## src/hdl/lstm_pkg.sv

```systemverilog
package lstm_pkg;

        // Q3.20 fixed point in a 24-bit word
        localparam int WIDTH = 24;
        localparam int FRAC  = 20;

        typedef logic signed [WIDTH-1:0] data_t;

        // One weight or bias per gate
        typedef struct packed {
                data_t a;
                data_t i;
                data_t f;
                data_t o;
        } gate_vec_t;

        // Target memory of a weight load
        typedef enum logic [1:0] {
                BANK_W = 2'd0,
                BANK_U = 2'd1,
                BANK_B = 2'd2
        } bank_e;

        localparam data_t ONE  = data_t'(1 << FRAC);
        localparam data_t HALF = data_t'(1 << (FRAC - 1));

        // Index width, at least one bit
        function automatic int idx_w(int n);
                return (n > 1) ? $clog2(n) : 1;
        endfunction

        // Full product, then floor shift back to FRAC bits
        function automatic data_t fx_mul(data_t a, data_t b);
                logic signed [2*WIDTH-1:0] prod;
                prod = a * b;
                return data_t'(prod >>> FRAC);
        endfunction

        // x/4 + 0.5, limited to [0, 1]
        function automatic data_t hard_sigmoid(data_t x);
                data_t y;
                y = (x >>> 2) + HALF;
                if (y < 0) begin
                        return '0;
                end
                return (y > ONE) ? ONE : y;
        endfunction

        function automatic data_t hard_tanh(data_t x);
                if (x > ONE) begin
                        return ONE;
                end
                return (x < -ONE) ? -ONE : x;
        endfunction

endpackage

```

## src/hdl/lstm_ram.sv

```systemverilog
module lstm_ram import lstm_pkg::*; #(
        parameter int  DEPTH     = 16,
        parameter type payload_t = data_t,
        localparam int AW        = idx_w(DEPTH)
) (
        input  logic          clk,
        input  logic          i_wr,
        input  logic [AW-1:0] i_wr_addr,
        input  payload_t      i_wr_data,
        input  logic [AW-1:0] i_rd_addr,
        output payload_t      o_rd_data
);

        payload_t mem [DEPTH];

        // Read data lags the address by one cycle
        always_ff @(posedge clk) begin
                if (i_wr) begin
                        mem[i_wr_addr] <= i_wr_data;
                end
                o_rd_data <= mem[i_rd_addr];
        end

        a_wr_range: assert property (@(posedge clk) i_wr |-> (i_wr_addr < DEPTH))
                else $error("lstm_ram write beyond depth %0d", DEPTH);

        a_rd_range: assert property (@(posedge clk) i_rd_addr < DEPTH)
                else $error("lstm_ram read beyond depth %0d", DEPTH);

endmodule

```

## config.mk

```make
export PLATFORM = sky130hd
export DESIGN_NAME = lstm_ram
export DESIGN_NICKNAME = d
export VERILOG_FILES = /design/src/hdl/lstm_pkg.sv /design/src/hdl/lstm_ram.sv
export SDC_FILE = /design/constraint.sdc
export NUM_CORES = 1
export LEC_CHECK = 0
export BUFFER_PORTS_ARGS = -buffer_cell sky130_fd_sc_hd__buf_2
export CAP_MARGIN = 30
export CORE_UTILIZATION = 42
export CTS_CLUSTER_DIAMETER = 40
export CTS_CLUSTER_SIZE = 20
export DETAILED_ROUTE_END_ITERATION = 7
export GPL_TIMING_DRIVEN = 0
export RECOVER_POWER = 25
export SYNTH_ARGS = -nofsm -noshare
export SYNTH_HDL_FRONTEND = slang
export SYNTH_SLANG_ARGS = --single-unit
```

## constraint.sdc

```tcl
create_clock -name clk -period 5.7 [get_ports clk]
set_clock_uncertainty 0.2 [all_clocks]
set_input_delay 0.285 -clock clk [delete_from_list [all_inputs] [get_ports clk]]
set_output_delay 0.285 -clock clk [all_outputs]
set_load 0.02 [all_outputs]
```

# ---- Yosys cells after proc, flatten, opt, wreduce, memory -nomap -nowiden
# Memories as Yosys holds them, arrays and structs flattened. A register that Yosys moved wholly into a read port is not among the register bits.
# Index checks and enable logic that the tools add are counted.
dict set report classes {
  n_mux 2
}
# cell n
set op_table {}
lappend op_table {{$mux 1} 2}
dict set report totals {
  register_bits 0
  ramBits 384
  inputBits 34
  out_inout_bits 24
  elab_cells 3
  mem_count 1
}
# name words width rd rd_clocked_by_memory_dff wr line_no
set mem_list {}
lappend mem_list {mem 16 24 1 1 1 lstm_ram.sv:14} ;# payload_t mem [DEPTH];

# ---- Longest topological paths before layout
dict set report depth {
  word_depth 2
  mapped_depth 6
  depth_no_buf 3
}

# ---- Worst setup path before layout
# Ideal clock, no wire load.
dict set report synth_timing {
  path_type {input to register}
  startpoint {input port i_wr_addr[2]}
  endpoint {memory mem[0][0] (netlist bit), enable pin}
  setup_time_ns 0.435
  arrival_time_ns 2.467
  required_time_ns 5.065
  slack_ns 2.598
  cell_stages 2
  path_buffers 0
  cell_sequence {or3b_2 -> nor3_1}
}
# element line_no
set synth_rtl {}
lappend synth_rtl {{from (decl)} lstm_ram.sv:8} ;# input logic [AW-1:0] i_wr_addr,
lappend synth_rtl {{to (decl)} lstm_ram.sv:14}
# No word-level cell before the write port.

# ---- Worst setup path after layout
dict set report layout_timing {
  startpoint {input port i_wr_addr[2]}
  endpoint {memory mem[0][21] (netlist bit), enable pin}
}
# No word-level cell before the write port.

==> load_flow_metrics.sql <==
INSERT INTO impl_metrics (metric_group, metric, value, unit) VALUES
('hold_path', 'path_class_of_the_lowest_slack_min_delay_path', 'input pin to register', ''),
('detailed_routing', 'top_layer', 'met4', ''),
('cts', 'post-cts-setup-buffers', '0', ''),
('power', 'p_leak', '5.78', 'nW'),
('timing', 'period_needed', '1990', 'ps'),
('yosys', 'synthesized_area_divided_by_synthesized_cell_count', '23.5', 'um^2'),
('timing', 'maxClockFrequency', '0.503', 'GHz'),
('power', 'p_total', '6.53', 'mW'),
('die', 'chipHeight', '191', 'um'),
('status', 'run_status', 'finished clean', ''),
('placed_design', 'place_area', '0.0163', 'mm^2'),
('power', 'power.density_cell_area', '363', 'mW/mm^2'),
('yosys', 'synth.yosys.seq_area_share', '0.804', ''),
('grt', 'first_global_vias', '7310', ''),
('cts', 'cts-root-to-sink-buffers', '3', ''),
('critical_path', 'critPathMaxFanout', '9', ''),
('timing', 'finalCritPeriodShare', '0.349', ''),
('grt', 'grt_max_degree', '25', ''),
('detailed_routing', 'wire_per_inst', '24.6', 'um'),
('cts', 'cts_tree', 'yes', ''),
('yosys', 'yosysTopAreaCell', 'sky130_fd_sc_hd__edfxtp_1', ''),
('die', 'dieArea', '0.0363', 'mm^2'),
('job', 'max-cap-violations', '0', ''),
('finish', 'multi_input_comb_area', '0.00286', 'mm^2'),
('detailed_routing', 'antenna_left', '0', ''),
('finish', 'post_route_cells_drive_above_1_share', '0.322', ''),
('placed_design', 'buffer_ports.inserted', '55', ''),
('cts', 'numClockSinks', '408', ''),
('placed_design', 'placed_cells', '1168', ''),
('finish', 'seq_area', '0.0120', 'mm^2'),
('power', 'highest_ir_drop_seen_on_vdd', '0.227', 'mV'),
('timing', 'worst_hold_slack', '31.3', 'ps'),
('timing', 'grt_setup_unrepaired', 'false', ''),
('detailed_routing', 'via_count', '6891', ''),
('critical_path', 'worstReg2RegStart', 'mem[11][7]', ''),
('detailed_routing', 'drt-total-wl', '31300', 'um'),
('timing', 'finalSetupTns', '0', 'ps'),
('finish', 'fin_area', '0.0180', 'mm^2'),
('grt', 'global_route.overflow_total', '0', ''),
('detailed_routing', 'route.detailed.drc', '0', ''),
('detailed_routing', 'wl_met1', '12600', 'um'),
('die', 'initial_standard_cell_utilization_of_the_core', '0.429', ''),
('critical_path', 'crit_arrival', '2010', 'ps'),
('cts', 'clk_pin_slew_worst_paths', '50', 'ps'),
('placed_design', 'hpwl', '19600', 'um'),
('critical_path', 'timing_worst_setup_path_type', 'input pin to register', ''),
('cts', 'worstSkewPairLatency', '530', 'ps'),
('detailed_routing', 'met2WireLength', '16400', 'um'),
('cts', 'post_cts_resized', '0', ''),
('cts', 'clock_tree.htree_level_count', '2', ''),
('grt', 'antenna_found_initial', '0', ''),
('die', 'top_level_ports', '58', ''),
('yosys', 'post_synthesis_net_count', '670', ''),
('finish', 'antenna_cells', '0', ''),
('timing', 'worst-slew-pin-transition', '945', 'ps'),
('finish', 'fillCellCount', '2667', ''),
('die', 'core-area', '0.0348', 'mm^2'),
('hold_path', 'hold_path_startpoint', 'i_wr_addr[0]', ''),
('yosys', 'yosys.area.top_type_share', '0.772', ''),
('yosys', 'synthesized_area', '0.0149', 'mm^2'),
('finish', 'layout.nets', '817', ''),
('yosys', 'synth.yosys.warnings', '0', ''),
('detailed_routing', 'via_per_inst', '5.42', ''),
('detailed_routing', 'detailedRoute.firstPassIterationCount', '4', ''),
('critical_path', 'crit_path_launch_type', 'input pin', ''),
('cts', 'cts_buffers', '44', ''),
('finish', 'area.growth.synth_to_final', '20.5', '%'),
('timing', 'final-setup-viol-count', '0', ''),
('timing', 'hold_violations', '0', ''),
('yosys', 'yosys_register_bits', '408', ''),
('detailed_routing', 'met3RoutedLength', '1660', 'um');
[where the power goes]
part           internal [mW]  total [mW]  switching (mW)
Combinational          0.139       0.342           0.203
Clock                   1.65        2.82            1.16
Sequential              3.35        3.37          0.0168
Total                   5.15        6.53            1.38
[final cells by class]
cell class	count	area share
multi-input cells	195	0.159
flip-flops and latches	408	0.667
clock inverters	27	0.0161
clock buffers	53	0.0659
repair buffers	101	0.0506
plain buffers	33	0.00966
well taps	455	0.0316
[worst paths after layout]
path                                 endpoint  depth (start not counted)  slack (ps)
worst max register to register   o_rd_data[7]                          3        4100
worst min register to register  o_rd_data[18]                          3         460
worst min-delay path              mem[12][12]                          2          30
worst max-delay path               mem[0][21]                          4        3710
[registers in the layout, indices dropped and copies added (netlist names)]
register,count
o_rd_data,24
mem,384
[per-layer routing]
metal,vias to the layer above,global-route usage
li1,3007,-
met1,3633,0.235
met2,203,0.315
met3,48,0.0259
met4,0,0.0508
met5,-,0
[Yosys cell counts (all sizes together)]
master,instances
edfxtp,384
mux4,96
a22oi,48
nand2,25
dfxtp,24
clkbuf,18
buf,15
nor2,13
nor3,4
nand2b,2
nand3b,2
nor2b,2
and2,1
nand3,1
or3b,1
[kinds of logic after synthesis]
logic type      count (synthesis)  synth area share
flops                         408             0.804
mux                            96             0.145
simple gates                   51            0.0149
compound gates                 48            0.0241
buf+inv                        33            0.0116
[through the flow]
stage	setup slack, ps	util
final	3710	0.517
after global routing	3680	0.517
after CTS	3720	0.518
after detailed placement	3180	0.468
after global placement	550	0.453
after floorplan	2600	-
[cell usage in the layout, fill, tap and decap left out, drive strengths merged]
cell	n
nand2	25
dlygate4sd3	24
buf	75
clkbuf	88
clkinvlp	8
nand3b	2
clkinv	8
nand2b	2
nor2	13
inv	8
edfxtp	384
dfxtp	24
mux4	96
nand3	1
and2	1
or3b	1
nor3	4
nor2b	2
a22oi	48
bufinv	3
[worst max-delay path, cell delays in order]
cell and delay (ps):
sky130_fd_sc_hd__buf_2 110, sky130_fd_sc_hd__or3b_2 590, sky130_fd_sc_hd__nor3_2 740, sky130_fd_sc_hd__buf_6 270
Power figures use the tool's default switching activity.
