## src/hdl/lstm_pkg.sv

```systemverilog
package lstm_pkg;

        // Q3.20 fixed point in a 24-bit word
        localparam int WIDTH = 24;
        localparam int FRAC  = 20;

        typedef logic signed [WIDTH-1:0] data_t;

        // One weight or bias per gate
        typedef struct packed {
                data_t a;
                data_t i;
                data_t f;
                data_t o;
        } gate_vec_t;

        // Target memory of a weight load
        typedef enum logic [1:0] {
                BANK_W = 2'd0,
                BANK_U = 2'd1,
                BANK_B = 2'd2
        } bank_e;

        localparam data_t ONE  = data_t'(1 << FRAC);
        localparam data_t HALF = data_t'(1 << (FRAC - 1));

        // Index width, at least one bit
        function automatic int idx_w(int n);
                return (n > 1) ? $clog2(n) : 1;
        endfunction

        // Full product, then floor shift back to FRAC bits
        function automatic data_t fx_mul(data_t a, data_t b);
                logic signed [2*WIDTH-1:0] prod;
                prod = a * b;
                return data_t'(prod >>> FRAC);
        endfunction

        // x/4 + 0.5, limited to [0, 1]
        function automatic data_t hard_sigmoid(data_t x);
                data_t y;
                y = (x >>> 2) + HALF;
                if (y < 0) begin
                        return '0;
                end
                return (y > ONE) ? ONE : y;
        endfunction

        function automatic data_t hard_tanh(data_t x);
                if (x > ONE) begin
                        return ONE;
                end
                return (x < -ONE) ? -ONE : x;
        endfunction

endpackage

```

## src/hdl/cell_update.sv

```systemverilog
module cell_update import lstm_pkg::*; (
        input  logic      clk,
        input  logic      i_reset,
        input  logic      i_compute,
        input  logic      i_clear_zero,
        input  gate_vec_t i_sum,
        input  gate_vec_t i_bias,
        input  data_t     i_c_prev,
        output data_t     o_c,
        output data_t     o_h
);

        data_t pre_a;
        data_t pre_i;
        data_t pre_f;
        data_t pre_o;
        data_t act_a;
        data_t act_i;
        data_t act_f;
        data_t act_o;
        data_t c_next;
        data_t h_next;
        data_t c_q;
        data_t h_q;

        assign pre_a = i_sum.a + i_bias.a;
        assign pre_i = i_sum.i + i_bias.i;
        assign pre_f = i_sum.f + i_bias.f;
        assign pre_o = i_sum.o + i_bias.o;

        // Candidate uses tanh, the three gates use sigmoid
        assign act_a = hard_tanh(pre_a);
        assign act_i = hard_sigmoid(pre_i);
        assign act_f = hard_sigmoid(pre_f);
        assign act_o = hard_sigmoid(pre_o);

        assign c_next = fx_mul(act_f, i_c_prev) + fx_mul(act_i, act_a);
        assign h_next = fx_mul(act_o, hard_tanh(c_next));

        always_ff @(posedge clk) begin
                if (i_reset) begin
                        c_q <= '0;
                        h_q <= '0;
                end else if (i_compute) begin
                        c_q <= c_next;
                        h_q <= h_next;
                end
        end

        // Zero data for the clear phase writes
        assign o_c = i_clear_zero ? '0 : c_q;
        assign o_h = i_clear_zero ? '0 : h_q;

endmodule

```

## config.mk

```make
export PLATFORM = sky130hd
export DESIGN_NAME = cell_update
export DESIGN_NICKNAME = d
export VERILOG_FILES = /design/src/hdl/lstm_pkg.sv /design/src/hdl/cell_update.sv
export SDC_FILE = /design/constraint.sdc
export NUM_CORES = 2
export LEC_CHECK = 0
export BUFFER_PORTS_ARGS = -buffer_cell sky130_fd_sc_hd__buf_2
export CAP_MARGIN = 15
export CORE_AREA = 2 2 301 303
export CTS_CLUSTER_DIAMETER = 150
export DETAILED_ROUTE_END_ITERATION = 10
export DIE_AREA = 0 0 303 305
export PLACE_DENSITY = 0.85
export SYNTH_ARGS = -nofsm -noshare
export SYNTH_HDL_FRONTEND = slang
export SYNTH_SLANG_ARGS = --single-unit
```

## constraint.sdc

```tcl
create_clock -name clk -period 58.1 [get_ports clk]
set_input_delay 2.905 -clock clk [delete_from_list [all_inputs] [get_ports clk]]
set_output_delay 2.905 -clock clk [all_outputs]
set_load 0.1 [all_outputs]
```

# == Word level (Yosys, flattened, before mapping) ==
# Index checks and enable logic that the tools add are counted.
# classes
add_sub_neg,8
multipliers,3
magnitude_cmp,10
mux,22
# ops
operator,n
2-to-1 mux 24 bit,17
multiplier 24 x 24 -> 44 bit,3
adder 24 bit,5
adder 22 x 21 -> 23 bit (second input constant),3
greater-than comparator 23 x 22 -> 1 bit (second input constant),3
< comparator 23 x 1 -> 1 bit (second input constant),3
greater-than comparator 24 x 22 -> 1 bit (second input constant),2
< comparator 24 x 21 -> 1 bit (second input constant),2
2-to-1 mux 1 bit,5
# totals
ff_bits,48
inputBits,220
output_inout_bits,48
word_cells,45

# == Depth between registers and ports, before layout ==
# depth
word_depth,11
ltp_mapped,93
depth_no_buf,87

# == Worst setup path before layout ==
# OpenSTA, ideal clock, no wires.
# synth_path
path_type,in2reg
startpoint,in i_sum[72] (netlist bit)
endpoint,reg h_q[21]
setup_ps,117
t_arrival_ps,22847
t_required_ps,57983
slack_ps,35135
stages,89
n_path_buf,6
path_cell_list,ha_1 fa_1 a211oi_1 o31ai_2 o2111ai_1 a21oi_1 a2111oi_0 and3_1 nand3_1 o21ai_0 nand2_1 nand2_1 nor2b_1 clkbuf_1 and2_1 clkbuf_1 clkbuf_1 nand2_1 [... 53 more ...] fa_1 fa_1 inv_1 fa_1 inv_1 ha_1 a21o_1 a21oi_1 o21bai_1 a21oi_1 o21ai_0 a21oi_1 o21bai_1 a22o_1 nor4b_4 o31ai_1 a211o_1 a32o_1
# synth_between
elab_chain_len,10
word_cells_on_any_way,14
classes_between,add/sub (2); mul (2); order compare (4); mux (6)
# synth_rtl
item,line,text
from (decl),cell_update.sv:6,"input gate_vec_t i_sum,"
adder 24 bit *,cell_update.sv:26,assign pre_a = i_sum.a + i_bias.a;
< comparator 24 x 21 -> 1 bit / greater-than comparator 24 x 22 -> 1 bit (equally long branches),"lstm_pkg.sv:53, lstm_pkg.sv:50",
2-to-1 mux 24 bit / 2-to-1 mux 1 bit (equally long branches),"lstm_pkg.sv:53, lstm_pkg.sv:50",
2-to-1 mux 24 bit *,lstm_pkg.sv:53,return (x < -ONE) ? -ONE : x;
multiplier 24 x 24 -> 44 bit *,lstm_pkg.sv:35,prod = a * b;
adder 24 bit *,cell_update.sv:37,"assign c_next = fx_mul(act_f, i_c_prev) + fx_mul(act_i, act_a);"
< comparator 24 x 21 -> 1 bit / greater-than comparator 24 x 22 -> 1 bit (equally long branches),"lstm_pkg.sv:53, lstm_pkg.sv:50",
2-to-1 mux 24 bit / 2-to-1 mux 1 bit (equally long branches),"lstm_pkg.sv:53, lstm_pkg.sv:50",
2-to-1 mux 24 bit *,lstm_pkg.sv:53,
multiplier 24 x 24 -> 44 bit *,lstm_pkg.sv:35,
to (signal assigned),cell_update.sv:46,h_q <= h_next;
to (decl),cell_update.sv:24,data_t h_q;
# Mark *: on every way between the ends. The rest lies on a longest branch, timed or not.
# A chain may end at the register's enable or synchronous reset.

# == Final worst setup path ==
# layout_path
startpoint,in i_bias[90] (netlist bit)
endpoint,reg h_q[21]
# layout_between
elab_chain_len,10
word_cells_on_any_way,14
classes_between,add/sub (2); mul (2); order compare (4); mux (6)
# layout_rtl
item,line,text
from (decl),cell_update.sv:7,"input gate_vec_t i_bias,"
adder 24 bit *,cell_update.sv:26,
< comparator 24 x 21 -> 1 bit / greater-than comparator 24 x 22 -> 1 bit (equally long branches),"lstm_pkg.sv:53, lstm_pkg.sv:50",
2-to-1 mux 24 bit / 2-to-1 mux 1 bit (equally long branches),"lstm_pkg.sv:53, lstm_pkg.sv:50",
2-to-1 mux 24 bit *,lstm_pkg.sv:53,
multiplier 24 x 24 -> 44 bit *,lstm_pkg.sv:35,
adder 24 bit *,cell_update.sv:37,
< comparator 24 x 21 -> 1 bit / greater-than comparator 24 x 22 -> 1 bit (equally long branches),"lstm_pkg.sv:53, lstm_pkg.sv:50",
2-to-1 mux 24 bit / 2-to-1 mux 1 bit (equally long branches),"lstm_pkg.sv:53, lstm_pkg.sv:50",
2-to-1 mux 24 bit *,lstm_pkg.sv:53,
multiplier 24 x 24 -> 44 bit *,lstm_pkg.sv:35,
# Marks and branches as above.

==> impl_results.md <==
- Later-pin clock latency in the skew report: 0.31 ns
- Die area: 92400 um^2
- FMAX: approximately 0.037 GHz
- Iter 0 DRT Violations: 4587
- Fin area: 62000 um^2
- # rows: 110
- Max_cap viols: 0
- CTS Buf Count: 5
- Initial antenna violation count: 8
- Die Width: 303 um
- Clock sink total: 48
- Post-CTS Setup Inserts: 0
- Endpoint type of the worst setup path: flip-flop
- Worst-margin pin slew: 1.32 ns
- Vias/cell: 5.94
- Worst rel slew slack: approximately 11%
- Hpwl dp: 139000 um
- Core ar.: between 80000 and 90000 um^2
- Multi-input logic area: just over 50000 um^2
- FF+latch count, synth: 48
- Yosys top cell by area: fa_1
- Area contributors post-synth: fa_1, ha_1, inv_1
- DRC violations left: 0
- Chip height: 305 um
- Number of enable flip-flop cells after synthesis: 0
- Cell Area, Placed: 61900 um^2
- Setup ws final: 30.99 ns
- Final slew viol count: 0
- Crit path largest cell delay: 0.87 ns
- CTS root buf: clkbuf_16
- Placer congestion estimate: around 1.0
- Syn_area_per_cell: 8.32 um^2
- Critical Path Source Type: input port
- FF/Latch Area: 961 um^2
- Fin nets: 9392
- Setup violators final: 0
- Main synth FF type: dfxtp_1
- Cell Area, Synth: 59400 um^2
- Crit path capture: h_q[21]
- Most frequent CP cell: fa_1
- Largest net degree at the start of global routing: 85
- Starting Density: 66.5%
- Critical path data arrival time: 27.31 ns
- Critical path required time: about 58 ns
- Post-synth cell types: 102
- Share of the synthesized area in the top cell type: 44.2%
- I/O Buffers: 267
- Most frequent cell after synthesis: inv_1
- Minimum clock period: 27.11 ns
- R2R setup slack: 57.20 ns
- Crit path from: i_bias[90]
- Worst Path Max Fanout: 84
- Synth Warn #: 0
- Vias in the first global route: 54010
- I/O pins: 268
- Cell depth of the worst flop-to-flop path: 2
- Worst hold slack: 0.458 ns
- Fill count: 6904
- Total GRT Usage: 38.1%
- Worst r2r src: h_q[4]
- Layout cells sized above 1: 5.76%
- RSZ-0062 raised after global routing: false
- Status: complete, no violations
- PostCTS Resize Cnt: 0
- Synth cell count leaders: inv_1, fa_1, nand2_1
- Drt wl/cell: 20.2 um
- Setup TNS: 0 ns
- ANT nets after route: 0
- CTS Hold Bufs: 0
- Pre-CTS WS: 31.71 ns
- Min-Delay Path Class: flip-flop to flip-flop
- Fin crit share: 46.7%
- Sequential area share after synthesis: 1.62%
- Via count: 49930
- Setup Skew: 0 ns
- FFs w/ async S/R, synth: 0%
- Total Wirelength: 170000 um
- 1st-pass router iterations: 9
- Area growth syn-to-layout: 4.37%
- CTS tree: built
- Worst R2R End: h_q[4]
- First-pass GRT wire length: roughly 280000 um
- Synth Instances: 7140
- Worst Setup Path Type: input port to flip-flop
- Worst-path clk slew: about 0.070 ns
- GRT overflow: 0
- # H-tree levels: 2
- Final hold vios: 0
- CTS Buffer Depth: 2
- Worst path slowest cell: nor2_1
[sequential cells by signal, indices dropped and copies added (netlist names)]
name  flops
c_q      24
h_q      24
[layout by cell type (no fill, tap or decap), drive strengths merged, types with 105 or more instances in the layout]
master  Yosys  routed
nor2      462     462
xnor2     105     105
ha        635     635
inv      1716    1716
nand2    1060    1060
and3      105     105
buf        15     336
a21oi     156     156
and2      278     278
o21ai     114     114
fa       1313    1313
[critical path: cells and delay by family]
kind	cells	cell delay, ns
mux	3	0.58
buf+inv	15	2.52
simple gates	17	5.67
compound gates	22	5.93
xor+xnor	5	1.15
fa+ha+maj	19	8.45
[stage by stage]
step                      instances  utilization (%)
after CTS                      8401             69.4
final                          8408             69.4
after global placement         8392             69.2
after floorplan                7204                -
after detailed placement       8393             69.2
after global routing           8406             69.4
[per-layer routing]
| metal | GRT usage, % | vias up | share of wire (%) |
|---|---|---|---|
| met5 | 0 | - | 0.014 |
| met2 | 62.6 | 2880 | 47 |
| li1 | - | 21599 | - |
| met4 | 22.0 | 4 | 7.6 |
| met3 | 8.84 | 852 | 11 |
| met1 | 45.8 | 24595 | 34 |
[kinds of logic (layout without fill, tap and decap cells)]
logic type      after synthesis  in the layout  share of synthesized area (%)
compound gates              634            634                           7.35
buf+inv                    2039           2060                           12.9
mux                          33             33                          0.560
other cells                   2             73                         0.0126
xor+xnor                    158            158                           2.40
flops                        48             48                           1.62
simple gates               2278           2278                           17.6
fa+ha+maj                  1948           1948                           57.6
[worst min path at each step]
stage / from / end / depth (start not counted)
5_1_grt: h_q[3] / h_q[3] / 1
3_3_place_gp: h_q[5] / h_q[5] / 2
3_5_place_dp: h_q[5] / h_q[5] / 2
2_1_floorplan: h_q[11] / h_q[11] / 2
6_report: h_q[5] / h_q[5] / 2
4_1_cts: h_q[5] / h_q[5] / 2
[layout make-up]
| cell class | count | area share [%] |
|---|---|---|
| Sequential cell | 48 | 1.55 |
| Clock buffer | 6 | 0.224 |
| Antenna cell | 7 | 0.0282 |
| Clock inverter | 2 | 0.0242 |
| Inverter | 1716 | 10.4 |
| Multi-Input combinational cell | 5117 | 82.4 |
| Tap cell | 1176 | 2.37 |
| Timing Repair Buffer | 336 | 2.99 |
Power is not shown: default switching activity piles up to over one toggle a cycle in this logic, so the estimate is an artifact.
