## config.mk

```make
export PLATFORM = sky130hd
export DESIGN_NAME = lstm_index_counter
export DESIGN_NICKNAME = d
export VERILOG_FILES = /design/src/hdl/lstm_pkg.sv /design/src/hdl/lstm_index_counter.sv
export SDC_FILE = /design/constraint.sdc
export NUM_CORES = 1
export LEC_CHECK = 0
export BUFFER_PORTS_ARGS = -buffer_cell sky130_fd_sc_hd__buf_2
export CAP_MARGIN = 15
export CORE_MARGIN = 5
export CORE_UTILIZATION = 35
export CTS_BUF_LIST = sky130_fd_sc_hd__clkbuf_16
export DETAILED_ROUTE_END_ITERATION = 10
export PLACE_DENSITY = 0.68
export SLEW_MARGIN = 25
export SYNTH_ARGS = -nofsm -noshare
export SYNTH_HDL_FRONTEND = slang
export SYNTH_SLANG_ARGS = --single-unit
```

## constraint.sdc

```tcl
create_clock -name clk -period 7.1 [get_ports clk]
set_input_delay 1.42 -clock clk [delete_from_list [all_inputs] [get_ports clk]]
set_output_delay 1.42 -clock clk [all_outputs]
set_load 0.005 [all_outputs]
```

## src/hdl/lstm_pkg.sv

```systemverilog
package lstm_pkg;

        // Q3.20 fixed point in a 24-bit word
        localparam int WIDTH = 24;
        localparam int FRAC  = 20;

        typedef logic signed [WIDTH-1:0] data_t;

        // One weight or bias per gate
        typedef struct packed {
                data_t a;
                data_t i;
                data_t f;
                data_t o;
        } gate_vec_t;

        // Target memory of a weight load
        typedef enum logic [1:0] {
                BANK_W = 2'd0,
                BANK_U = 2'd1,
                BANK_B = 2'd2
        } bank_e;

        localparam data_t ONE  = data_t'(1 << FRAC);
        localparam data_t HALF = data_t'(1 << (FRAC - 1));

        // Index width, at least one bit
        function automatic int idx_w(int n);
                return (n > 1) ? $clog2(n) : 1;
        endfunction

        // Full product, then floor shift back to FRAC bits
        function automatic data_t fx_mul(data_t a, data_t b);
                logic signed [2*WIDTH-1:0] prod;
                prod = a * b;
                return data_t'(prod >>> FRAC);
        endfunction

        // x/4 + 0.5, limited to [0, 1]
        function automatic data_t hard_sigmoid(data_t x);
                data_t y;
                y = (x >>> 2) + HALF;
                if (y < 0) begin
                        return '0;
                end
                return (y > ONE) ? ONE : y;
        endfunction

        function automatic data_t hard_tanh(data_t x);
                if (x > ONE) begin
                        return ONE;
                end
                return (x < -ONE) ? -ONE : x;
        endfunction

endpackage

```

## src/hdl/lstm_index_counter.sv

```systemverilog
module lstm_index_counter import lstm_pkg::*; #(
        parameter int  N_INPUT  = 4,
        parameter int  N_CELL   = 3,
        parameter int  TIMESTEP = 5,
        localparam int MAX_TERM = (N_INPUT > N_CELL) ? N_INPUT : N_CELL,
        localparam int STEP_W   = idx_w(TIMESTEP),
        localparam int CELL_W   = idx_w(N_CELL),
        localparam int TERM_W   = idx_w(MAX_TERM),
        localparam int X_AW     = idx_w(TIMESTEP * N_INPUT),
        localparam int W_AW     = idx_w(N_CELL * N_INPUT),
        localparam int U_AW     = idx_w(N_CELL * N_CELL),
        localparam int H_AW     = idx_w(2 * N_CELL)
) (
        input  logic              clk,
        input  logic              i_reset,
        input  logic              i_term_clr,
        input  logic              i_term_inc,
        input  logic              i_cell_inc,
        input  logic              i_cell_clr,
        input  logic              i_step_inc,
        input  logic              i_step_clr,
        input  logic              i_clear_mode,
        output logic              o_last_term_x,
        output logic              o_last_term_h,
        output logic              o_last_cell,
        output logic              o_last_step,
        output logic [X_AW-1:0]   o_x_addr,
        output logic [W_AW-1:0]   o_w_addr,
        output logic [U_AW-1:0]   o_u_addr,
        output logic [CELL_W-1:0] o_b_addr,
        output logic [H_AW-1:0]   o_h_rd_addr,
        output logic [H_AW-1:0]   o_h_wr_addr,
        output logic [CELL_W-1:0] o_c_addr,
        output logic [STEP_W-1:0] o_step,
        output logic [CELL_W-1:0] o_cell
);

        logic [STEP_W-1:0] step_q;
        logic [CELL_W-1:0] cell_q;
        logic [TERM_W-1:0] term_q;
        logic [TERM_W-1:0] term_x;
        logic [TERM_W-1:0] term_h;

        always_ff @(posedge clk) begin
                if (i_reset || i_term_clr) begin
                        term_q <= '0;
                end else if (i_term_inc) begin
                        term_q <= term_q + 1'b1;
                end
                if (i_reset || i_cell_clr) begin
                        cell_q <= '0;
                end else if (i_cell_inc) begin
                        cell_q <= o_last_cell ? '0 : cell_q + 1'b1;
                end
                if (i_reset || i_step_clr) begin
                        step_q <= '0;
                end else if (i_step_inc) begin
                        step_q <= step_q + 1'b1;
                end
        end

        assign o_last_term_x = term_q == TERM_W'(N_INPUT - 1);
        assign o_last_term_h = term_q == TERM_W'(N_CELL - 1);
        assign o_last_cell   = cell_q == CELL_W'(N_CELL - 1);
        assign o_last_step   = step_q == STEP_W'(TIMESTEP - 1);

        // The term index is shared, so keep each side inside its own matrix
        assign term_x = (term_q < N_INPUT) ? term_q : TERM_W'(N_INPUT - 1);
        assign term_h = (term_q < N_CELL) ? term_q : TERM_W'(N_CELL - 1);

        assign o_x_addr = X_AW'(step_q * N_INPUT + term_x);
        assign o_w_addr = W_AW'(cell_q * N_INPUT + term_x);
        assign o_u_addr = U_AW'(cell_q * N_CELL + term_h);
        assign o_b_addr = cell_q;
        assign o_c_addr = cell_q;

        // Even steps read bank 1 and write bank 0, odd steps the reverse
        assign o_h_rd_addr = H_AW'(step_q[0] ? term_h : N_CELL + term_h);
        assign o_h_wr_addr = H_AW'((i_clear_mode || step_q[0]) ? N_CELL + cell_q : cell_q);

        assign o_step = step_q;
        assign o_cell = cell_q;

        a_term_range: assert property (@(posedge clk) disable iff (i_reset)
                i_term_inc |-> (term_q < MAX_TERM - 1))
                else $error("term index stepped past %0d", MAX_TERM - 1);

endmodule

```

* Word level (Yosys, flattened, before mapping)
Index checks and enable logic that the tools add are counted.
** Cells by class
- $mul :: 1
- Bitwise operators :: 0
- Mux-type cells :: 4
- Equal/unequal tests :: 4
- Magnitude comparators :: 1
- Reductions and logical operators :: 4
- Add/sub/neg operators :: 8
- Shift operators :: 0
- Divide/modulo/power cells :: 0
** Operators with widths (count)
- $add A4 B2 Y4 :: 2
- $add A2 B2 Y3 const A :: 2
- $eq A2 B2 Y1 const B :: 3
- $mux W3 :: 2
- $add A5 B2 Y5 :: 1
- $add A2 B1 Y2 const B :: 2
- $logic_or A1 B1 Y1 :: 4
- $mul A2 B2 Y4 const B :: 1
- $mux W2 :: 2
- $add A3 B1 Y3 const B :: 1
- $eq A3 B3 Y1 const B :: 1
- $lt A2 B2 Y1 const B :: 1
** Storage, ports and cells
- ROM bits :: 0
- Logic and storage cells :: 25
- Register bits :: 7
- Memories kept :: 0
- RAM bits :: 0
- Input bits :: 9
- Latch bits :: 0

* Longest topological paths before layout
- Depth in word-level cells :: 4
- Mapped depth :: 6
- Gate-level depth less buffers :: 6

* Worst setup path after synthesis
No wires, ideal clock.
- Path kind :: register -> output
- From :: register term_q[0]
- To :: output port o_u_addr[2]
- Path slack :: 3.807 ns
- Data arrival time :: 1.873 ns
- Buffers on the path :: 0
- Stages on the path, launching flop included :: 7
- Cells stage by stage :: dfxtp_1 > ha_1 > nor2_1 > fa_1 > inv_1 > ha_1 > fa_1
** Between the ends
- Word-level cells in the longest chain between the ends :: 3
** Ends and longest elaborated chain
- start, declared :: line lstm_index_counter.sv:40 : logic [TERM_W-1:0] term_q;
- start signal, assigned :: line lstm_index_counter.sv:48 : term_q <= term_q + 1'b1;
- $lt A2 B2 Y1 :: line lstm_index_counter.sv:69 : assign term_h = (term_q < N_CELL) ? term_q : TERM_W'(N_CELL - 1);
- $mux W2 (*) :: line lstm_index_counter.sv:69
- $add A4 B2 Y4 (*) :: line lstm_index_counter.sv:73 : assign o_u_addr = U_AW'(cell_q * N_CELL + term_h);
- end, declared :: line lstm_index_counter.sv:29 : output logic [U_AW-1:0] o_u_addr,
Every way passes the cells marked *; elsewhere a longest branch is shown, timed or not.

* Worst setup path in the final report
- From :: register term_q[1]
- To :: output port o_u_addr[2]
The elaborated chain is that of the path after synthesis.

==> impl_metrics.env <==
export IMPL_outcome="complete, no violations"
export IMPL_fin_skew_ns=0.002867
export IMPL_drc_errors=0
export IMPL_track_usage_pct=10.08
export IMPL_grt_pass1_vias=484
export IMPL_clkSlewWorstSetupHoldPaths_ns=0.03
export IMPL_htree_levels=1
export IMPL_power_density_mw_per_mm2=186.5
export IMPL_synth_top_family_by_area="adder cells"
export IMPL_tns_ns=0
export IMPL_cts_hold_buf=0
export IMPL_whs_path_depth=2
export IMPL_cts_num_sinks=7
export IMPL_power_leakage_nw=0.4896
export IMPL_synth_compound_area_share_pct=4.339
export IMPL_hold_path_class="flip-flop to flip-flop"
export IMPL_cts_tree="built"
export IMPL_vias=509
export IMPL_yosysTopAreaCellShare_pct=23.67
export IMPL_end_kind="output pin"
export IMPL_rsz0062_at_grt="false"
export IMPL_cp_required_ns=5.68
export IMPL_yosys_area_share_simple_pct=11.24
export IMPL_final_layout_size_suffix_gt1_share_pct=47.42
export IMPL_numPortBuffers=40
export IMPL_final_cells=122
export IMPL_routed_wl_um=1314
export IMPL_initial_core_util_pct=36.74
export IMPL_hp_start="o_step[1]"
export IMPL_synth_area_per_cell_um2=9.759
export IMPL_rrSetupSlack_ns=5.87
export IMPL_wl_per_cell_um=10.77
export IMPL_finalPower_mw=0.1594
export IMPL_ant_nets=0
export IMPL_nFillCells=168
export IMPL_yosys_warnings=0
export IMPL_clockBufferDepth=2
export IMPL_numCtsBuffers=3
export IMPL_placed_cells=118
export IMPL_multi_input_area_um2=374.1
export IMPL_start_kind="flip-flop"
export IMPL_cap_violations=0
export IMPL_vias_per_cell=4.172
export IMPL_max_slew_margin_pct=73.80
export IMPL_synth_seq_cells=7
export IMPL_crit_arrival_ns=2.25
export IMPL_area_growth_syn_to_layout_pct=34.71
export IMPL_synth_nets=88
export IMPL_grt_pass1_wl_um=2063
export IMPL_yosys_area_top_type="ha_1"
export IMPL_antenna_cells=0
export IMPL_rows=15
export IMPL_clk_latency_ns=0.23
export IMPL_die_y_um=52.57
export IMPL_setup_violations=0
export IMPL_coreArea_mm2=0.001727
export IMPL_grt_start_max_net_pins=10
export IMPL_slew_violations=0
export IMPL_syn_area_um2=634.4
export IMPL_holdPathEnd="o_step[1]"
export IMPL_timing_final_crit_period_ns=3.666
export IMPL_placed_area_um2=775.7
export IMPL_max_freq_mhz=272.7
export IMPL_postCtsSetupBuffers=0
export IMPL_r2r_start="o_step[0]"
export IMPL_synthXorXnorAreaFrac_pct=5.523
export IMPL_fin_crit_sh_pct=51.64
export IMPL_reg2reg_depth=4
export IMPL_synth_enable_flop_cells=0
export IMPL_synthTopCellsByArea="ha_1 (24%), dfxtp_1 (22%), buf_4 (14%)"
export IMPL_clockRootBuffer="clkbuf_16"
export IMPL_ff_latch_area_um2=140.1
export IMPL_dp_hpwl_um=1092
export IMPL_synth_cells=65
export IMPL_synth_adder_area_share_pct=29.98
export IMPL_gp_congestion=0.6856
export IMPL_die_w_um=52.57
export IMPL_cp_max_fo=7
export IMPL_drt_iter0_drc=4
export IMPL_yosys_cell_types_count=16
export IMPL_antenna_found_initial=0
export IMPL_r2r_end="o_step[1]"
export IMPL_io_pins=41
export IMPL_worst_pin_slew_ns=0.3925
export IMPL_hold_viol=0
export IMPL_drt_pass1_iterations=3
export IMPL_nNetsFinal=121
export IMPL_grt_overflow=0
export IMPL_peakVddDrop_uv=169.4
export IMPL_ys_top_cells_by_count="buf_4 (12), ha_1 (12), inv_1 (8)"
export IMPL_critPathKind="flip-flop to output pin"
export IMPL_synthArstFlopShare_pct=0
export IMPL_die_area_mm2=0.002764
export IMPL_seq_area_frac_synth_pct=22.09
export IMPL_cts_repair_resized=0
export IMPL_fin_area_um2=854.6
export IMPL_synth_ff_type="dfxtp_1"
export IMPL_muxShareOfSynthArea_pct=7.890
worst max-delay path: stages, from the launching register on:
cell     delay, ns
dfxtp_1       0.45
ha_1          0.21
nor2_1        0.06
fa_1          0.49
inv_1         0.04
ha_1          0.19
fa_1          0.47
buf_2         0.10
stage by stage:
| stage | worst slack (ns) | hold slack, ns | utilization, % |
|---|---|---|---|
| after floorplan | 3.807 | 0.5464 | - |
| after global placement | 3.701 | 0.5539 | 44.93 |
| after detailed placement | 3.648 | 0.5582 | 44.93 |
| after CTS | 3.402 | 0.5710 | 49.49 |
| after global routing | 3.249 | 0.5958 | 49.49 |
| final | 3.434 | 0.5673 | 49.49 |
where the power goes:
group | internal [mW] | switching [mW] | leakage (nW)
clock | 0.0732 | 0.0206 | 0.0423
sequential | 0.0407 | 0.00260 | 0.0569
combinational | 0.0116 | 0.0106 | 0.390
worst max path at each step:
stage / startpoint / to / slack, ns / cells past startpoint
3_3_place_gp: term_q[1] / o_u_addr[2] / 3.70 / 7
3_5_place_dp: o_b_addr[0] / o_u_addr[2] / 3.65 / 6
2_1_floorplan: term_q[0] / o_u_addr[2] / 3.81 / 6
4_1_cts: term_q[1] / o_u_addr[2] / 3.40 / 7
5_1_grt: term_q[1] / o_u_addr[2] / 3.25 / 7
6_report: term_q[1] / o_u_addr[2] / 3.43 / 7
layer usage:
metal / track usage (%) / share of wire (%) / vias up
li1: - / - / 262
met1: 11.47 / 41 / 222
met2: 16.74 / 48 / 23
met3: 4.843 / 9.8 / 2
met4: 2.553 / 1.3 / 0
met5: 0 / 0 / -
cells by family after synthesis:
| logic type | count (synthesis) |
|---|---|
| buffers and inverters | 20 |
| AO/OA/AOI/OAI | 3 |
| AND/OR/NAND/NOR | 12 |
| flip-flops | 7 |
| adder cells (fa/ha/maj) | 14 |
| XOR/XNOR | 4 |
| multiplexers | 5 |
layout make-up:
| class | count | share of cell area (%) |
|---|---|---|
| multi-input cells | 38 | 43.78 |
| repair buffers | 40 | 23.43 |
| flip-flops and latches | 7 | 16.40 |
| clock buffers | 3 | 8.785 |
| well taps | 25 | 3.660 |
| inverters | 8 | 3.514 |
| clock inverters | 1 | 0.4392 |
layout by cell type, fill, tap and decap left out, drive strengths merged:
| cell type | instances |
|---|---|
| a21bo | 1 |
| nand3b | 1 |
| inv | 9 |
| a211oi | 1 |
| nor2 | 4 |
| clkbuf | 3 |
| mux2i | 5 |
| dfxtp | 7 |
| a21oi | 1 |
| fa | 2 |
| buf | 40 |
| xnor2 | 4 |
| ha | 12 |
| nor3 | 6 |
| and2 | 1 |
registers in the layout, indices dropped and copies added, names as in the netlist:
| register | cells |
|---|---|
| o_b_addr | 2 |
| o_step | 3 |
| term_q | 2 |
Power figures use the tool's default switching activity.
