===== src/hdl/lstm_sequencer.sv =====
module lstm_sequencer (
        input  logic clk,
        input  logic i_reset,
        input  logic i_start,
        input  logic i_last_term_x,
        input  logic i_last_term_h,
        input  logic i_last_cell,
        input  logic i_last_step,
        output logic o_term_clr,
        output logic o_term_inc,
        output logic o_cell_inc,
        output logic o_cell_clr,
        output logic o_step_inc,
        output logic o_step_clr,
        output logic o_clear_mode,
        output logic o_rd_en,
        output logic o_acc_x,
        output logic o_acc_h,
        output logic o_acc_clr,
        output logic o_compute,
        output logic o_h_wr,
        output logic o_c_wr,
        output logic o_clear_zero,
        output logic o_busy,
        output logic o_done,
        output logic o_h_valid
);

        typedef enum logic [3:0] {
                IDLE, CLEAR, ACC_CLR, MAC_X, MAC_H, DRAIN, COMPUTE, WRITE, DONE
        } state_e;

        state_e state_q;
        state_e state_d;

        always_ff @(posedge clk) begin
                if (i_reset) begin
                        state_q <= IDLE;
                end else begin
                        state_q <= state_d;
                end
        end

        always_comb begin
                state_d = state_q;
                case (state_q)
                        IDLE:    state_d = i_start ? CLEAR : IDLE;
                        CLEAR:   state_d = i_last_cell ? ACC_CLR : CLEAR;
                        ACC_CLR: state_d = MAC_X;
                        MAC_X:   state_d = i_last_term_x ? MAC_H : MAC_X;
                        MAC_H:   state_d = i_last_term_h ? DRAIN : MAC_H;
                        DRAIN:   state_d = COMPUTE;
                        COMPUTE: state_d = WRITE;
                        WRITE:   state_d = (i_last_cell && i_last_step) ? DONE : ACC_CLR;
                        default: state_d = IDLE;
                endcase
        end

        //////////////////////////////////////////////////
        // Phase strobes
        assign o_clear_mode = state_q == CLEAR;
        assign o_clear_zero = state_q == CLEAR;
        assign o_acc_clr    = state_q == ACC_CLR;
        assign o_acc_x      = state_q == MAC_X;
        assign o_acc_h      = state_q == MAC_H;
        assign o_rd_en      = o_acc_x || o_acc_h;
        assign o_compute    = state_q == COMPUTE;
        assign o_h_valid    = state_q == WRITE;
        assign o_done       = state_q == DONE;
        assign o_busy       = state_q != IDLE;

        // Clear phase zeroes c and h bank 1, one cell per cycle
        assign o_h_wr = o_h_valid || o_clear_mode;
        assign o_c_wr = o_h_valid || o_clear_mode;

        //////////////////////////////////////////////////
        // Counter steering
        assign o_cell_clr = state_q == IDLE;
        assign o_step_clr = state_q == IDLE;
        assign o_cell_inc = o_clear_mode || o_h_valid;
        assign o_step_inc = o_h_valid && i_last_cell && !i_last_step;
        assign o_term_inc = (o_acc_x && !i_last_term_x) || (o_acc_h && !i_last_term_h);
        assign o_term_clr = o_acc_clr || (o_acc_x && i_last_term_x)
                            || (o_acc_h && i_last_term_h);

        a_wr_vs_mac: assert property (@(posedge clk) disable iff (i_reset)
                !(o_h_wr && o_acc_x))
                else $error("hidden write during x accumulation");

endmodule


===== config.mk =====
export PLATFORM = sky130hd
export DESIGN_NAME = lstm_sequencer
export DESIGN_NICKNAME = d
export VERILOG_FILES = /design/src/hdl/lstm_sequencer.sv
export SDC_FILE = /design/constraint.sdc
export NUM_CORES = 1
export LEC_CHECK = 0
export BUFFER_PORTS_ARGS = -buffer_cell sky130_fd_sc_hd__clkbuf_2
export CAP_MARGIN = 40
export CORE_AREA = 2 2 39 41
export CTS_BUF_LIST = sky130_fd_sc_hd__clkbuf_4
export DETAILED_ROUTE_END_ITERATION = 8
export DIE_AREA = 0 0 41 43
export GPL_TIMING_DRIVEN = 0
export SYNTH_ARGS = -nofsm -noshare
export SYNTH_HDL_FRONTEND = slang
export SYNTH_SLANG_ARGS = --single-unit

===== constraint.sdc =====
create_clock -name clk -period 1.41 [get_ports clk]
set_input_delay 0 -clock clk [delete_from_list [all_inputs] [get_ports clk]]
set_output_delay 0 -clock clk [all_outputs]
set_load 0.1 [all_outputs]

Word-level counts from Yosys, hierarchy flattened
Cells that the tools add are included.
- register bits after elaboration: 4
- output and inout port bits: 18
- logic and storage cells: 32
- muxes and demuxes: 6
- reduce and logical (&&, ||, !) cells: 17
- eq/ne operators: 8
- operators by type and width (operator ; count):
    $pmux 4 s8 ; 1
    $eq 4x3->1 const B ; 4
    $eq 4x2->1 const B ; 2
    $logic_and 1x1->1 ; 7
    $logic_or 1x1->1 ; 5
    $eq 4x1->1 const B ; 1
    $eq 4x4->1 const B ; 1
    $logic_not 4->1 ; 1
    $mux 4 ; 1
    $reduce_bool 4->1 ; 1
    $logic_not 1->1 ; 3
    $mux 3 ; 1
    $mux 1 ; 2
    $mux 2 ; 1

Logic depth before layout (Yosys ltp)
Gate-level depths: netlist of the first run.
- depth in word-level cells: 4
- depth in mapped cells: 5
- depth with buffers taken out: 3

Worst setup path after synthesis of the first run
OpenSTA, ideal clock, no wires.
- path kind: register to output
- from: reg state_q[0]
- to: out o_cell_inc
- slack: -2.891 ns
- required time: 1.410 ns
- buffers on the path: 2
- data arrival time: 4.301 ns
- stages on the path, launching flop included: 5
- cells stage by stage: dfxtp_1 buf_2 inv_1 nor4_1 buf_4
- word-level cells in the longest chain between the ends: 2
- elaborated cells on any way between the ends: 3
- classes of those cells: 2 x eq/ne; 1 x reduce/logical
- RTL lines (item ; RTL line ; source):
    start, declared ; 33 ; state_e state_q;
    start signal, assigned ; 40 ; state_q <= state_d;
    $eq 4x1->1 or $eq 4x3->1 (tied branches) ; 61, 68 ;
    $logic_or 1x1->1 (*) ; n/a ;
    end, declared ; 11 ; output logic o_cell_inc,
Every way passes the cells marked *; elsewhere a longest branch is shown, timed or not.

Final worst setup path of the first run
- from: reg state_q[2]
- to: out o_term_inc
- word-level cells in the longest chain between the ends: 3
- elaborated cells on any way between the ends: 5
- classes of those cells: 2 x eq/ne; 3 x reduce/logical
- RTL lines (item ; RTL line ; source):
    $eq 4x2->1 or $eq 4x3->1 (tied branches) ; 64, 65 ;
    $logic_and 1x1->1 ; 82 ; assign o_term_inc = (o_acc_x && !i_last_term_x) || (o_acc_h && !i_last_term_h);
    $logic_or 1x1->1 (*) ; 82 ;
    end, declared ; 10 ; output logic o_term_inc,
Marked as above.

==> results of run 1 <==
-- what timing repair did --
action / in CTS / in global routing
hold buffers: 2 / 0
gates resized for setup: 49 / 24
endpoints found under the setup margin: 18 / 14
setup buffers: 6 / 10
hold endpoints to repair: 2 / 0
pin swaps: 1 / 6
-- kinds of logic (layout without fill, tap and decap cells) --
group / after synthesis / after routing
AOI/OAI and AO/OA: 9 / 9
buffers and inverters: 10 / 53
and+or+nand+nor: 34 / 34
DFF: 4 / 4
-- power by group --
| part | internal [mW] | switching, mW | total (mW) |
|---|---|---|---|
| Sequential | 0.135 | 0.0201 | 0.155 |
| Combinational | 0.761 | 1.20 | 1.96 |
| Clock | 0.0952 | 0.0467 | 0.142 |
| Total | 0.992 | 1.26 | 2.25 |
-- worst reg2reg max path: cells and delay by family, from the launching register on --
family	cells	cell delay, ns
and+or+nand+nor	1	0.07
DFF	1	0.31
buffers and inverters	2	0.28
AOI/OAI and AO/OA	2	0.32
-- area by class of cell --
type | instances | area (sq um) | area share (%)
timing repair buffer | 41 | 499 | 43.0
multi-input combinational | 43 | 422 | 36.4
buffer | 7 | 91.3 | 7.87
sequential | 4 | 90.1 | 7.77
clock buffer | 3 | 22.5 | 1.94
tap | 16 | 20.0 | 1.73
inverter | 2 | 15.0 | 1.29
-- metrics by stage --
stage / worst slack (ns) / hold slack (ns)
global route: -0.208 / 0.0271
global placement: -0.314 / 0.235
CTS: -0.150 / 0.0231
finish: -0.151 / 0.0237
floorplan: -0.651 / 0.0681
detailed placement: -0.302 / 0.241
-- worst max path at each step --
stage,to,cells after the start
floorplan,o_cell_inc,4
global placement,o_term_inc,5
detailed placement,o_term_inc,5
CTS,o_h_wr,5
global route,o_term_inc,6
finish,o_term_inc,4
-- cell usage in the layout, fill, tap and decap left out --
cell type,netlist,routed
a21oi_1,3,2
a21oi_4,0,1
and3b_4,0,1
and4b_1,1,1
buf_12,0,5
buf_4,4,13
buf_6,0,8
buf_8,0,4
clkbuf_16,0,6
clkbuf_2,0,6
clkbuf_4,0,5
clkbuf_8,0,2
clkinvlp_4,0,2
dfxtp_2,0,2
dfxtp_4,0,2
dlygate4sd3_1,0,2
nand2_1,5,2
nand2_4,0,3
nand2b_1,1,1
nand3_1,4,3
nand3_2,0,1
nor2_1,7,1
nor2_2,0,1
nor2_4,0,5
nor2b_1,5,3
nor2b_2,0,1
nor2b_4,0,1
nor3_1,4,1
nor3_4,0,3
nor4_1,4,2
nor4_4,0,2
nor4b_4,0,1
o2111ai_1,1,1
o21a_1,1,1
o21ai_0,2,1
o21ai_2,0,1
o32a_1,1,1
o41ai_1,1,1
or3b_4,0,1
-- routing by layer --
layer / track usage (%) / share of wire, %
met3: 0 / 2.6
met1: 26.4 / 43
met4: 12.0 / 2.3
met5: 0 / 0
met2: 32.2 / 52
==> reports/summary.txt, run 1 <==
status: complete, but fails checks
failing checks: setup timing
Synth Area in Compound Gates: 15.7%
synth unique cells: 21
fin worst setup slack: -0.151 ns
final setup fails: 10
CTS tree: yes
Hold Crit Endpoint: state_q[3]
Antenna Nets Post-Route: 0
Synth area leader: dfxtp_1
fraction of layout cells with a size suffix above 1: 77.0%
fin nets: 109
vias in the first global route: 538
register area share after synthesis: 21.0%
post-route cell area: 0.00116 sq mm
Yosys warnings: 0
FF-to-FF Start: state_q[0]
largest net degree at the start of global routing: 11
clock latency on the worst-skew pair: 0.24 ns
Yosys reg bits: 4
mux cell area share after synthesis: 0%
VDD IR-drop max: 1.30 mV
CP max stage delay: 0.41 ns
worst path cell trace: or3b_4 > o32a_1 > nor2_4 > clkbuf_16
top-count cell post-synth: nor2_1
average cell area after synthesis: 6.70 sq um
worst reg2reg setup slack: 0.31 ns
Arr. time, crit path: 1.56 ns
setup TNS: -0.844 ns
# diodes: 0
Placed Cells: 97
Max Cap Viol: 0
number of fill cells: 87
Most used DFF post-synth: dfxtp_1
Netlist Area Pre-Place: 382 sq um
first-pass GRT wire length: 2460 um
total number of vias: 592
clk root buf: clkbuf_4
Fin Clk Skew: 0.00534 ns
Hold Vio Cnt, Final: 0
Worst slew margin: 76.3%
critical path peak fanout: 8
Worst Hold Class: input pin to register
Hold Path Origin: i_last_cell
Post-Layout Cell Count: 116
largest cells by area after synthesis: dfxtp_1, nor2b_1, buf_4, nor2_1, nor4_1
CP max stage cell: or3b_4
row count: 14
critical path's top delay family: simple AND/OR/NAND/NOR gates
CTS HTree Levels: 1
num ports: 25
CTS buffer count: 3
Synth Area in Simple Gates: 48.2%
Post-synth EDFFs: 0
PwrDens: 1940 mW/mm^2
Critical Path RT: 1.41 ns
CP startpoint: state_q[2]
grt total ovfl: 0
initial antenna violation count: 0
Synth top area share: 21.0%
Tmin final: 1.56 ns
Final Util: 83.8%
hold depth: 3
max reg flops: 4
CP Capture Type: primary output
Max Root-Sink Buffers: 2
Reg with most FFs: state_q
async set-reset flop share out of synthesis: 0%
number of remaining DRC errors: 0
critical path startpoint category: register
WL final: 1720 um
RSZ-0062 raised after global routing: yes
CP bufs+invs: 1
DR pass1 iterations: 4
Cells after Synth: 57
leak pwr: 0.478 nW
Top Registers: state_q: 4 flops
die height: 43 um
area grow syn2layout: 204%
CORE AREA: 0.00138 sq mm
die area: 0.00176 sq mm
largest family of logic cells by synthesized area: simple AND/OR/NAND/NOR gates
reg2reg end: state_q[1]
Post-Synth Adder-Cell Area: 0%
slew at the pin with the worst max-slew slack: 0.355 ns
initial DRC count: 10
Max Freq: 640 MHz
HPWL after detailed placement: 866 um
reg2reg path depth: 5
CTS clk-pin slew, worst paths: 0.04 ns
period utilisation layout: 111%
routed len/inst: 14.8 um
GPL Wtd Cong: 0.783
Slew Viols, Final: 0
Via density: 5.10
Die Wd: 41 um
starting density of the core: 27.6%
critical path class: register to primary output
Synth top cells by count: nor2_1, nand2_1, nor2b_1
xor/xnor cell area share of the yosys netlist: 0%
Clock Sinks: 4
PortBufs: 24
Final Power: 2.25 mW
GR Util All Layers: 20.4%
Syn Nets: 64
Area after DPL: 711 sq um
Note: power is estimated with default switching activity, not from simulation.
==> run 2, diff against run 1 <==
--- a/config.mk
+++ b/config.mk
@@ -6,12 +6,13 @@
 export NUM_CORES = 1
 export LEC_CHECK = 0
 export BUFFER_PORTS_ARGS = -buffer_cell sky130_fd_sc_hd__clkbuf_2
-export CAP_MARGIN = 40
+export CAP_MARGIN = 25
 export CORE_AREA = 2 2 39 41
 export CTS_BUF_LIST = sky130_fd_sc_hd__clkbuf_4
 export DETAILED_ROUTE_END_ITERATION = 8
 export DIE_AREA = 0 0 41 43
 export GPL_TIMING_DRIVEN = 0
+export SETUP_SLACK_MARGIN = 0.15
 export SYNTH_ARGS = -nofsm -noshare
 export SYNTH_HDL_FRONTEND = slang
 export SYNTH_SLANG_ARGS = --single-unit
==> run 2 against run 1 <==
Compared with the run above: the run still ends with setup timing left; maximum frequency is 1.7% lower; worst hold slack worse by 0.018 ns; critical path depth is 1 higher; worst setup slack worse by 0.026 ns; via count is 12% higher; clock skew is 0.0035 ns higher; routed wire length is 44% higher; design area is 12% higher; critical endpoint is now o_term_clr; highest routed layer unchanged.
==> reports/summary.txt, run 2 (synthesized netlist as in run 1, its figures left out) <==
status: complete, but fails checks
failing checks: setup timing
Worst slew margin: 76.1% (-0.23 points)
switching share of total power: 54.9% (-1.0 points)
initial DRC count: 21 (+11)
Reg power frac: 6.7% (-0.2 points)
share of total power in the clock network: 6.1% (-0.2 points)
CP Capture Type: primary output
vias in the first global route: 588 (+9.3%)
Logic pwr share: 87.3% (+0.5 points)
multi-input logic area: 428 sq um (+1.5%)
period utilisation layout: 113% (+1.9 points)
CP max stage cell: dfxtp_4
Clock Sinks: 4 (unchanged)
clk root buf: clkbuf_4
grt total ovfl: 0 (unchanged)
Max Freq: 630 MHz (-1.7%)
Tmin final: 1.59 ns (+0.0264 ns)
Slew Viols, Final: 0 (unchanged)
Final Util: 93.6% (+9.8 points)
starting density of the core: 27.6% (unchanged)
fraction of layout cells with a size suffix above 1: 79.0% (+2.0 points)
most frequent cells in the layout: buf_4, buf_6, buf_8, buf_12, clkbuf_16
die area: 0.00176 sq mm (unchanged)
Placed Cells: 97 (unchanged)
Die Wd: 41 um (unchanged)
Final Power: 2.36 mW (+4.9%)
fin nets: 114 (+4.6%)
HPWL after detailed placement: 886 um (+2.3%)
Antenna Nets Post-Route: 0 (unchanged)
WL final: 2470 um (+44%)
CTS HTree Levels: 1 (unchanged)
Area after DPL: 711 sq um (unchanged)
CTS buffer count: 3 (unchanged)
Critical Path RT: 1.41 ns (about the same)
post-route cell area: 0.00129 sq mm (+12%)
Fin Clk Skew: 0.00888 ns (+0.00354 ns)
PortBufs: 24 (unchanged)
GR Util All Layers: 22.2% (+1.8 points)
Reg with most FFs: state_q
commonest non-fill, non-tap cell in the layout: buf_4
final hold slack: 0.00549 ns (-0.0182 ns)
Worst Hold Class: input pin to register
CTS tree: yes
Max Root-Sink Buffers: 2 (unchanged)
Arr. time, crit path: 1.59 ns (+0.03 ns)
final setup fails: 12 (+2)
number of fill cells: 46 (-47%)
Top Registers: state_q: 4 flops
fin worst setup slack: -0.178 ns (-0.0264 ns)
# diodes: 0 (unchanged)
setup TNS: -1.34 ns (-0.491 ns)
num ports: 25 (unchanged)
critical path's top delay family: simple AND/OR/NAND/NOR gates
PwrDens: 1830 mW/mm^2 (-6.1%)
die height: 43 um (unchanged)
switching power: 1.30 mW (+2.9%)
worst path cell trace: buf_8 > nor2_2 > nand3_1 > a21oi_4 > buf_8
Via density: 5.50 (+7.7%)
VDD IR-drop max: 1.29 mV (-0.92%)
Max Cap Viol: 0 (unchanged)
Post-Layout Cell Count: 121 (+4.3%)
CP bufs+invs: 2 (+1)
initial antenna violation count: 0 (unchanged)
row count: 14 (unchanged)
CORE AREA: 0.00138 sq mm (unchanged)
internal power: 1.07 mW (+7.4%)
critical path startpoint category: register
leak pwr: 0.538 nW (+13%)
clock latency on the worst-skew pair: 0.24 ns (about the same)
first-pass GRT wire length: 2650 um (+7.6%)
slew at the pin with the worst max-slew slack: 0.357 ns (+0.00110 ns)
DR pass1 iterations: 4 (unchanged)
max reg flops: 4 (unchanged)
CP most frequent cell: buf_8
CTS clk-pin slew, worst paths: 0.04 ns (about the same)
critical path class: register to primary output
CP max stage delay: 0.36 ns (-0.05 ns)
dpl ws: -0.309 ns (-0.00669 ns)
total number of vias: 665 (+12%)
area grow syn2layout: 239%
GPL Wtd Cong: 0.783 (about the same)
routed len/inst: 20.4 um (+38%)
RSZ-0062 raised after global routing: yes
Hold Vio Cnt, Final: 0 (unchanged)
FF+latch area: 90.1 sq um (unchanged)
number of remaining DRC errors: 0 (unchanged)
largest net degree at the start of global routing: 11 (unchanged)
critical path peak fanout: 5 (-3)
-- run 2: changes by cell type in the layout (fill, tap and decap cells not counted), moves of 2 or more --
cell / change
clkbuf_4: -2
o21ai_1: +2
buf_8: +3
buf_12: +2
-- run 2: per-layer routing --
layer	vias to the layer above	wire length, um	global-route usage [%]
met3	12	99	3.66
met2	38	1370	36.6
met5	-	0	0
met4	0	93	11.3
met1	316	906	25.8
li1	299	-	-
-- run 2: path summary, 6_finish.rpt --
path	startpoint	to	slack, ns	cells past startpoint
max reg2reg	state_q[0]	state_q[0]	0.12	7
min	i_reset	state_q[3]	0.005	2
min reg2reg	state_q[3]	state_q[1]	0.54	1
max	state_q[1]	o_term_clr	-0.18	5
-- run 2: worst register-to-register path, cell delays in order, from the launching register on --
cell,delay (ns)
dfxtp_2,0.32
buf_8,0.14
buf_6,0.11
buf_6,0.11
buf_4,0.13
nor2b_4,0.11
o21ai_1,0.15
nand3_1,0.08
-- run 2: final cells by class --
type,instances,share of cell area [%]
Timing Repair Buffer,45,46.7
Multi-Input combinational cell,43,33.0
Buffer,8,8.89
Sequential cell,4,6.96
Clock buffer,3,1.74
Tap cell,16,1.55
Inverter,2,1.16
-- run 2: repair_timing --
action	in CTS	in global routing
gates cloned	1	0
setup endpoints to repair	18	18
pin swaps	2	11
buffers inserted	6	13
gates resized for setup	60	29
hold endpoints to repair	1	0
hold buffers	1	0
-- run 2: power by group through the flow --
stage	Sequential [mW]	Combinational [mW]	Clock, mW
final	0.158	2.06	0.143
after global routing	0.159	2.13	0.154
after CTS	0.154	1.79	0.146
after detailed placement	0.149	1.33	0
after global placement	0.150	1.33	0
after floorplan	0.146	1.19	0
